$ cat src/common/bram_fifo_pkg.sv
/*
 * Shared definitions of the block-RAM readout FIFO:
 * bus widths, core version, data word type, register map
 * and the request and status structs.
 */
package bram_fifo_pkg;

    localparam int BUS_ADDR_W = 16;          // register bus address width
    localparam logic [7:0] VERSION = 8'd2;   // read back at address 0

    typedef logic [31:0] fifo_word_t;

    // register map of the 8-bit register file
    typedef enum logic [BUS_ADDR_W-1:0] {
        ADDR_RST_VERSION  = 16'd0,  // write: soft reset, read: version
        ADDR_ALMOST_FULL  = 16'd1,
        ADDR_ALMOST_EMPTY = 16'd2,
        ADDR_READ_ERRORS  = 16'd3,
        ADDR_SIZE_B0      = 16'd4,  // live size, also takes the snapshot
        ADDR_SIZE_B1      = 16'd5,
        ADDR_SIZE_B2      = 16'd6,
        ADDR_SIZE_B3      = 16'd7
    } reg_addr_e;

    typedef struct packed {
        logic [BUS_ADDR_W-1:0] add;
        logic [7:0]            wdata;
        logic                  rd;
        logic                  wr;
    } reg_req_t;

    typedef struct packed {
        logic       rd;
        logic       wr;
        fifo_word_t wdata;
    } data_req_t;

    typedef struct packed {
        logic not_empty;
        logic full;
        logic near_full;
        logic read_error;
    } fifo_status_t;

endpackage

$ cat src/bram_fifo/generic_fifo.sv
/*
 * First-word-fall-through FIFO on an inferred dual-port RAM.
 * Keeps read and write pointers and an occupancy count.
 */
module generic_fifo #(
    parameter int DEPTH = 64
) (
    input  logic                       BUS_CLK,
    input  logic                       rst,
    input  logic                       push,
    input  bram_fifo_pkg::fifo_word_t  push_data,
    input  logic                       pop,
    output bram_fifo_pkg::fifo_word_t  pop_data,
    output logic                       full,
    output logic                       empty,
    output logic [$clog2(DEPTH):0]     occupancy
);

    localparam int PTR_W = $clog2(DEPTH);
    localparam int CNT_W = PTR_W + 1;   // holds 0 up to DEPTH
    localparam logic [CNT_W-1:0] FULL_CNT = CNT_W'(DEPTH);

    bram_fifo_pkg::fifo_word_t mem [DEPTH];

    logic [PTR_W-1:0] wr_ptr;
    logic [PTR_W-1:0] rd_ptr;
    logic [CNT_W-1:0] count;
    logic             do_push;
    logic             do_pop;

    assign do_push = push && !full;   // drop on full
    assign do_pop  = pop && !empty;   // ignore on empty

    always_ff @(posedge BUS_CLK)
    begin
        if (do_push)
        begin
            mem[wr_ptr] <= push_data;
        end
    end

    always_ff @(posedge BUS_CLK)
    begin
        if (rst)
        begin
            wr_ptr <= '0;
            rd_ptr <= '0;
            count  <= '0;
        end
        else
        begin
            if (do_push)
                wr_ptr <= wr_ptr + 1'b1;   // wraps, DEPTH is a power of two
            if (do_pop)
                rd_ptr <= rd_ptr + 1'b1;
            case ({do_push, do_pop})
                2'b10:   count <= count + 1'b1;
                2'b01:   count <= count - 1'b1;
                default: count <= count;   // none or both
            endcase
        end
    end

    assign pop_data  = mem[rd_ptr];   // head word, fall-through
    assign full      = (count == FULL_CNT);
    assign empty     = (count == '0);
    assign occupancy = count;

endmodule

$ cat src/bram_fifo/fifo_level_monitor.sv
/*
 * Near-full flag with set/clear hysteresis.
 * Thresholds scale the 8-bit register values to DEPTH.
 */
module fifo_level_monitor #(
    parameter int DEPTH = 64
) (
    input  logic                   BUS_CLK,
    input  logic                   rst,
    input  logic [$clog2(DEPTH):0] occupancy,
    input  logic [7:0]             almost_full,
    input  logic [7:0]             almost_empty,
    output logic                   near_full
);

    logic [31:0] occ_ext;
    logic [31:0] set_thr;
    logic [31:0] clr_thr;
    logic        set_cond;
    logic        clr_cond;

    assign occ_ext = 32'(occupancy);

    // (value + 1) * DEPTH / 256, rounded down
    assign set_thr = ((32'(almost_full) + 32'd1) * 32'(DEPTH)) >> 8;
    assign clr_thr = ((32'(almost_empty) + 32'd1) * 32'(DEPTH)) >> 8;

    assign set_cond = (occ_ext >= set_thr) || (almost_full == 8'd0);
    assign clr_cond = ((almost_empty != 8'd0) && (occ_ext <= clr_thr))
                      || (occ_ext == 32'd0);

    always_ff @(posedge BUS_CLK)
    begin
        if (rst)
        begin
            near_full <= 1'b0;
        end
        else if (set_cond)
        begin
            near_full <= 1'b1;   // set wins over clear
        end
        else if (clr_cond)
        begin
            near_full <= 1'b0;
        end
    end

endmodule

$ cat src/bram_fifo/bram_fifo_core.sv
/*
 * Readout FIFO core: register file with soft reset, size snapshot,
 * saturating read-error counter, host data port, push-source mux
 * and status flags around the RAM FIFO and the level monitor.
 */
module bram_fifo_core #(
    parameter int DEPTH = 64
) (
    input  logic                          BUS_CLK,
    input  logic                          RST,
    input  bram_fifo_pkg::reg_req_t       reg_req,
    output logic [7:0]                    reg_rdata,
    input  bram_fifo_pkg::data_req_t      data_req,
    output bram_fifo_pkg::fifo_word_t     data_rdata,
    input  logic                          src_empty,
    input  bram_fifo_pkg::fifo_word_t     src_data,
    output logic                          src_read_next,
    output bram_fifo_pkg::fifo_status_t   status
);

    localparam int CNT_W = $clog2(DEPTH) + 1;
    localparam logic [7:0] AF_DEFAULT = 8'(255 * 95 / 100);   // 242
    localparam logic [7:0] AE_DEFAULT = 8'(255 * 5 / 100);    // 12

    logic                      soft_rst;
    logic                      rst;
    logic [7:0]                status_regs [8];
    logic [7:0]                read_err_cnt;
    logic [31:0]               size_bytes;
    logic [31:0]               size_snap;
    logic                      push;
    bram_fifo_pkg::fifo_word_t push_data;
    logic                      pop;
    bram_fifo_pkg::fifo_word_t pop_data;
    logic                      full;
    logic                      empty;
    logic [CNT_W-1:0]          occupancy;
    logic                      near_full;

    assign soft_rst = reg_req.wr && (reg_req.add == bram_fifo_pkg::ADDR_RST_VERSION);
    assign rst      = RST || soft_rst;

    // register file, 1 and 2 drive the monitor
    always_ff @(posedge BUS_CLK)
    begin
        if (rst)
        begin
            for (int i = 0; i < 8; i++)
                status_regs[i] <= 8'd0;
            status_regs[1] <= AF_DEFAULT;
            status_regs[2] <= AE_DEFAULT;
        end
        else if (reg_req.wr && (reg_req.add < 16'd8))
        begin
            status_regs[reg_req.add[2:0]] <= reg_req.wdata;
        end
    end

    assign size_bytes = {{(32 - CNT_W - 2){1'b0}}, occupancy, 2'b00};   // words x 4

    always_ff @(posedge BUS_CLK)
    begin
        if (rst)
            size_snap <= '0;
        else if (reg_req.rd && (reg_req.add == bram_fifo_pkg::ADDR_SIZE_B0))
            size_snap <= size_bytes;   // upper bytes read from here
    end

    // registered read mux, follows the address every cycle
    always_ff @(posedge BUS_CLK)
    begin
        case (reg_req.add)
            bram_fifo_pkg::ADDR_RST_VERSION:  reg_rdata <= bram_fifo_pkg::VERSION;
            bram_fifo_pkg::ADDR_ALMOST_FULL:  reg_rdata <= status_regs[1];
            bram_fifo_pkg::ADDR_ALMOST_EMPTY: reg_rdata <= status_regs[2];
            bram_fifo_pkg::ADDR_READ_ERRORS:  reg_rdata <= read_err_cnt;
            bram_fifo_pkg::ADDR_SIZE_B0:      reg_rdata <= size_bytes[7:0];
            bram_fifo_pkg::ADDR_SIZE_B1:      reg_rdata <= size_snap[15:8];
            bram_fifo_pkg::ADDR_SIZE_B2:      reg_rdata <= size_snap[23:16];
            bram_fifo_pkg::ADDR_SIZE_B3:      reg_rdata <= size_snap[31:24];
            default:                          reg_rdata <= 8'd0;
        endcase
    end

    always_ff @(posedge BUS_CLK)
    begin
        if (rst)
            read_err_cnt <= 8'd0;
        else if (data_req.rd && empty && (read_err_cnt != 8'hff))
            read_err_cnt <= read_err_cnt + 8'd1;   // saturates at 255
    end

    // host write beats the upstream word
    assign push      = data_req.wr || !src_empty;
    assign push_data = data_req.wr ? data_req.wdata : src_data;
    assign pop       = data_req.rd && !empty;

    always_ff @(posedge BUS_CLK)
    begin
        if (pop)
            data_rdata <= pop_data;   // holds until the next pop
    end

    generic_fifo #(
        .DEPTH(DEPTH)
    ) i_buf_fifo (
        .BUS_CLK  (BUS_CLK),
        .rst      (rst),
        .push     (push),
        .push_data(push_data),
        .pop      (pop),
        .pop_data (pop_data),
        .full     (full),
        .empty    (empty),
        .occupancy(occupancy)
    );

    fifo_level_monitor #(
        .DEPTH(DEPTH)
    ) i_level_mon (
        .BUS_CLK     (BUS_CLK),
        .rst         (rst),
        .occupancy   (occupancy),
        .almost_full (status_regs[1]),
        .almost_empty(status_regs[2]),
        .near_full   (near_full)
    );

    assign src_read_next     = !full;
    assign status.not_empty  = !empty;
    assign status.full       = full;
    assign status.near_full  = near_full;
    assign status.read_error = (read_err_cnt != 8'd0);

endmodule

$ cat src/source/bram_fifo_top.sv
/*
 * Top level of the block-RAM readout FIFO.
 * Sets the buffer depth and connects the core to the outside.
 */
module bram_fifo_top #(
    parameter int DEPTH = 64   // words, power of two
) (
    input  logic                          BUS_CLK,
    input  logic                          RST,
    input  bram_fifo_pkg::reg_req_t       reg_req,
    output logic [7:0]                    reg_rdata,
    input  bram_fifo_pkg::data_req_t      data_req,
    output bram_fifo_pkg::fifo_word_t     data_rdata,
    input  logic                          src_empty,
    input  bram_fifo_pkg::fifo_word_t     src_data,
    output logic                          src_read_next,
    output bram_fifo_pkg::fifo_status_t   status
);

    bram_fifo_core #(
        .DEPTH(DEPTH)
    ) i_core (
        .BUS_CLK      (BUS_CLK),
        .RST          (RST),
        .reg_req      (reg_req),
        .reg_rdata    (reg_rdata),
        .data_req     (data_req),
        .data_rdata   (data_rdata),
        .src_empty    (src_empty),
        .src_data     (src_data),
        .src_read_next(src_read_next),
        .status       (status)
    );

endmodule

$ cat config.mk
export PLATFORM = sky130hd
export DESIGN_NAME = bram_fifo_top
export DESIGN_NICKNAME = d
export VERILOG_FILES = /design/src/common/bram_fifo_pkg.sv /design/src/bram_fifo/generic_fifo.sv /design/src/bram_fifo/fifo_level_monitor.sv /design/src/bram_fifo/bram_fifo_core.sv /design/src/source/bram_fifo_top.sv
export SDC_FILE = /design/constraint.sdc
export NUM_CORES = 2
export LEC_CHECK = 0
export BUFFER_PORTS_ARGS = -buffer_cell sky130_fd_sc_hd__buf_2
export CAP_MARGIN = 20
export CORE_MARGIN = 2
export CORE_UTILIZATION = 35
export DETAILED_ROUTE_END_ITERATION = 8
export GPL_TIMING_DRIVEN = 0
export PLACE_DENSITY = 0.47
export SETUP_SLACK_MARGIN = 0.1
export SLEW_MARGIN = 20
export SYNTH_ARGS = -nofsm -noshare
export SYNTH_HDL_FRONTEND = slang
export SYNTH_HIERARCHICAL = 1
export SYNTH_SLANG_ARGS = --single-unit
$ cat constraint.sdc
create_clock -name BUS_CLK -period 12.4 [get_ports BUS_CLK]
set_input_delay 0.62 -clock BUS_CLK [delete_from_list [all_inputs] [get_ports BUS_CLK]]
set_output_delay 0.62 -clock BUS_CLK [all_outputs]
set_load 0.03 [all_outputs]
==> run metrics <==
status finished, final reports clean; RSZ-0062 raised after global routing false; Synth Area in XOR/XNOR 0.306%; slowest CP cell a211oi_1; pin count of the biggest net entering global routing 65; WL per Instance 35.6 um; Sw Pwr 0.00490 W; Starting Density 35.2%; GRT Overall Usage 22.6%; Worst VDD drop 0.124 mV; Vias 43200; Hold Buf Count CTS 8; Worst-path clk slew 0.06 ns; Cells after Synth 3860; Setup TNS 0 ns; router iterations before antenna repair 5; largest family of logic cells by synthesized area multiplexers; final clock skew 0.0564 ns; Final Setup Violations 0; leakage dissipation 30.3 nW; Power Density 183 nW/um^2; Die X-Extent 491 um; vias in the first global route 43100; post-CTS setup buffer count 0; post-synthesis mux area share 15.3%; Seq pwr share 45.4%; synthesized flop and latch total 2139; number of CTS-inserted buffers 223; die area 241000 um^2; ys flop type edfxtp_1; Syn. warnings 6; vias per cell 5.59; Netlist cell types 73; Synth area leader edfxtp_1; clock sink count 2139; Slew Limit Headroom 13.0%; simple-gate share of the synthesized area 2.35%; hold_sp reg_req[24]; Post-Place Worst Slack 7.60 ns; top cells by area, synth edfxtp_1 76%, mux4_2 13%, mux2i_1 1.5%, dfxtp_1 1.0%, mux2_2 1.0%; core area 236000 um^2; asr flop ratio synth 0%; Setup Crit Path Kind reg -> reg; Commonest cells post-synth 2096 x edfxtp_1, 468 x mux4_2, 138 x nor2_1, 127 x mux2i_1, 80 x a21oi_1; post-cts sizing count 0; CTS tree built; Crit. End Element flop; top-count cell post-synth edfxtp_1; PortBufs 138; Worst-Margin Slew 1.29 ns; delay of the slowest critical-path stage 0.87 ns; Post-Synth Adder-Cell Area 0.317%; H-tree depth 4; crit-path max FO 10; Final nets 4498; root buf cell clkbuf_16; layout cells sized above 1 30.2%; required time of the critical path 12.92 ns; final worst-path cycle share 39.0%; Post-synth EDFFs 2096; CP Cell Sequence buf_4 > buf_2 > nand2b_1 > clkbuf_1 > o22ai_1 > nor2_1 > nand2_1 > a211oi_1; clock share of power 36.1%; dpl hpwl 190000 um; Hold Crit Class in -> reg; Crit path arrival time 5.35 ns; standard-cell rows 178; maximum root-to-sink buffer count 3; DR DRC count 0; FMAX 207 MHz; fin crit period 4.84 ns; initial antenna violation count 10; Final GP Congestion 0.827; Worst Setup Slack, final 7.56 ns; number of max-cap violations 0; Sw Ratio 27.2%; Comb pwr share 18.5%; area added between synthesis and finish 19.0%; Net Count, Synth 3976; Routed Wire Length 275000 um; synthesized area per cell 21.5 um^2; Slew Limit Fails 0; Final Hold Vio Count 0; GR Overflow Total 0; post-synthesis sequential area ratio 76.9%; area share of the largest cell type after synthesis 75.8%; Synth Area in Compound Gates 3.38%; Netlist Area Pre-Place 83000 um^2; Final ANT Viol Nets 0; Pint 0.0132 W; Worst Setup Start Kind flop; I/O pin total 140; wire length of the first global-routing pass 373000 um; Clock Latency Late Sink 0.87 ns; Die H 491 um; initial drt markers 5634
## kinds of logic (layout without fill, tap and decap cells)
logic type / Yosys count / count (layout)
compound gates: 396 / 396
xor+xnor: 29 / 29
fa+ha+maj: 21 / 21
buf+inv: 230 / 937
flops: 2139 / 2139
mux: 671 / 671
other cells: 0 / 7
simple gates: 374 / 374
## registers in the layout, indices dropped and copies added (netlist names), 6 cells and up, named ones only
name and count:
i_core/reg_rdata 8, i_core/data_rdata 32, i_core/i_buf_fifo/mem 2048, i_core/i_buf_fifo/rd_ptr 6, i_core/i_buf_fifo/occupancy 7, i_core/i_buf_fifo/wr_ptr 6, i_core/read_err_cnt 8, i_core/status_regs 16
## final cells by class
class,count,area (um^2)
diodes,7,17.5
plain buffers,217,1240
clock buffers,276,5890
clock inverters,134,1140
fillers,20800,137000
inverters,13,48.8
multi-input cells,1491,18600
flip-flops and latches,2139,63800
well taps,3150,3940
repair buffers,297,4190
## per-stage QoR
step	utilization [%]	total power (W)	instance area [um^2]	cells	hold WS, ns
floorplan	-	0.0104	83000	3860	0.485
global placement	37.2	0.0117	87600	7148	0.510
detailed placement	38.9	0.0117	91700	7299	0.521
CTS	41.9	0.0183	98800	7717	0.00115
global route	41.9	0.0186	98800	7718	0.0388
finish	41.9	0.0181	98800	7724	0.0739
## layer usage
layer	global-route usage [%]	wire length [um]	vias up	share of wire, %
li1	-	-	17400	-
met1	31.0	115000	23700	42
met2	37.2	133000	1774	48
met3	3.27	17200	341	6.3
met4	6.88	9180	2	3.3
met5	0	13	-	0.0047
## critical path: cells and delay by family, from the launching register on
kind / cells / cell delay [ns]
buffers and inverters: 3 / 1.65
AND/OR/NAND/NOR: 3 / 1.13
AO/OA/AOI/OAI: 2 / 1.01
flip-flops: 1 / 0.68
## worst paths after layout
check / to / slack (ns) / cells after the start
max: i_core/data_rdata[31] / 7.56 / 8
min: i_core/reg_rdata[0] / 0.07 / 4
max reg2reg: i_core/data_rdata[31] / 7.56 / 8
min reg2reg: i_core/i_level_mon/near_full / 0.53 / 2
## power groups by stage
stage          registers (W)  clock network [W]  logic, W
3_3_place_gp         0.00838                  0   0.00327
3_5_place_dp         0.00836                  0   0.00339
4_1_cts              0.00821            0.00665   0.00340
5_1_grt              0.00821            0.00692   0.00350
6_report             0.00820            0.00651   0.00334
2_1_floorplan        0.00842                  0   0.00197
## placed cells by master, fill, tap and decap left out, types with 33 or more instances in the layout
cell type and instances:
mux4_2 468, buf_16 64, o22ai_1 77, buf_4 64
mux2_2 47, buf_12 80, clkbuf_1 103, a21oi_1 80
buf_2 199, clkbuf_16 228, mux2i_1 127, nor2_4 64
edfxtp_1 2096, clkinv_1 63, a22o_1 33, nor2_1 74
dfxtp_1 43, a221oi_1 53, nand2_1 62
(Power assumes the default switching activity.)
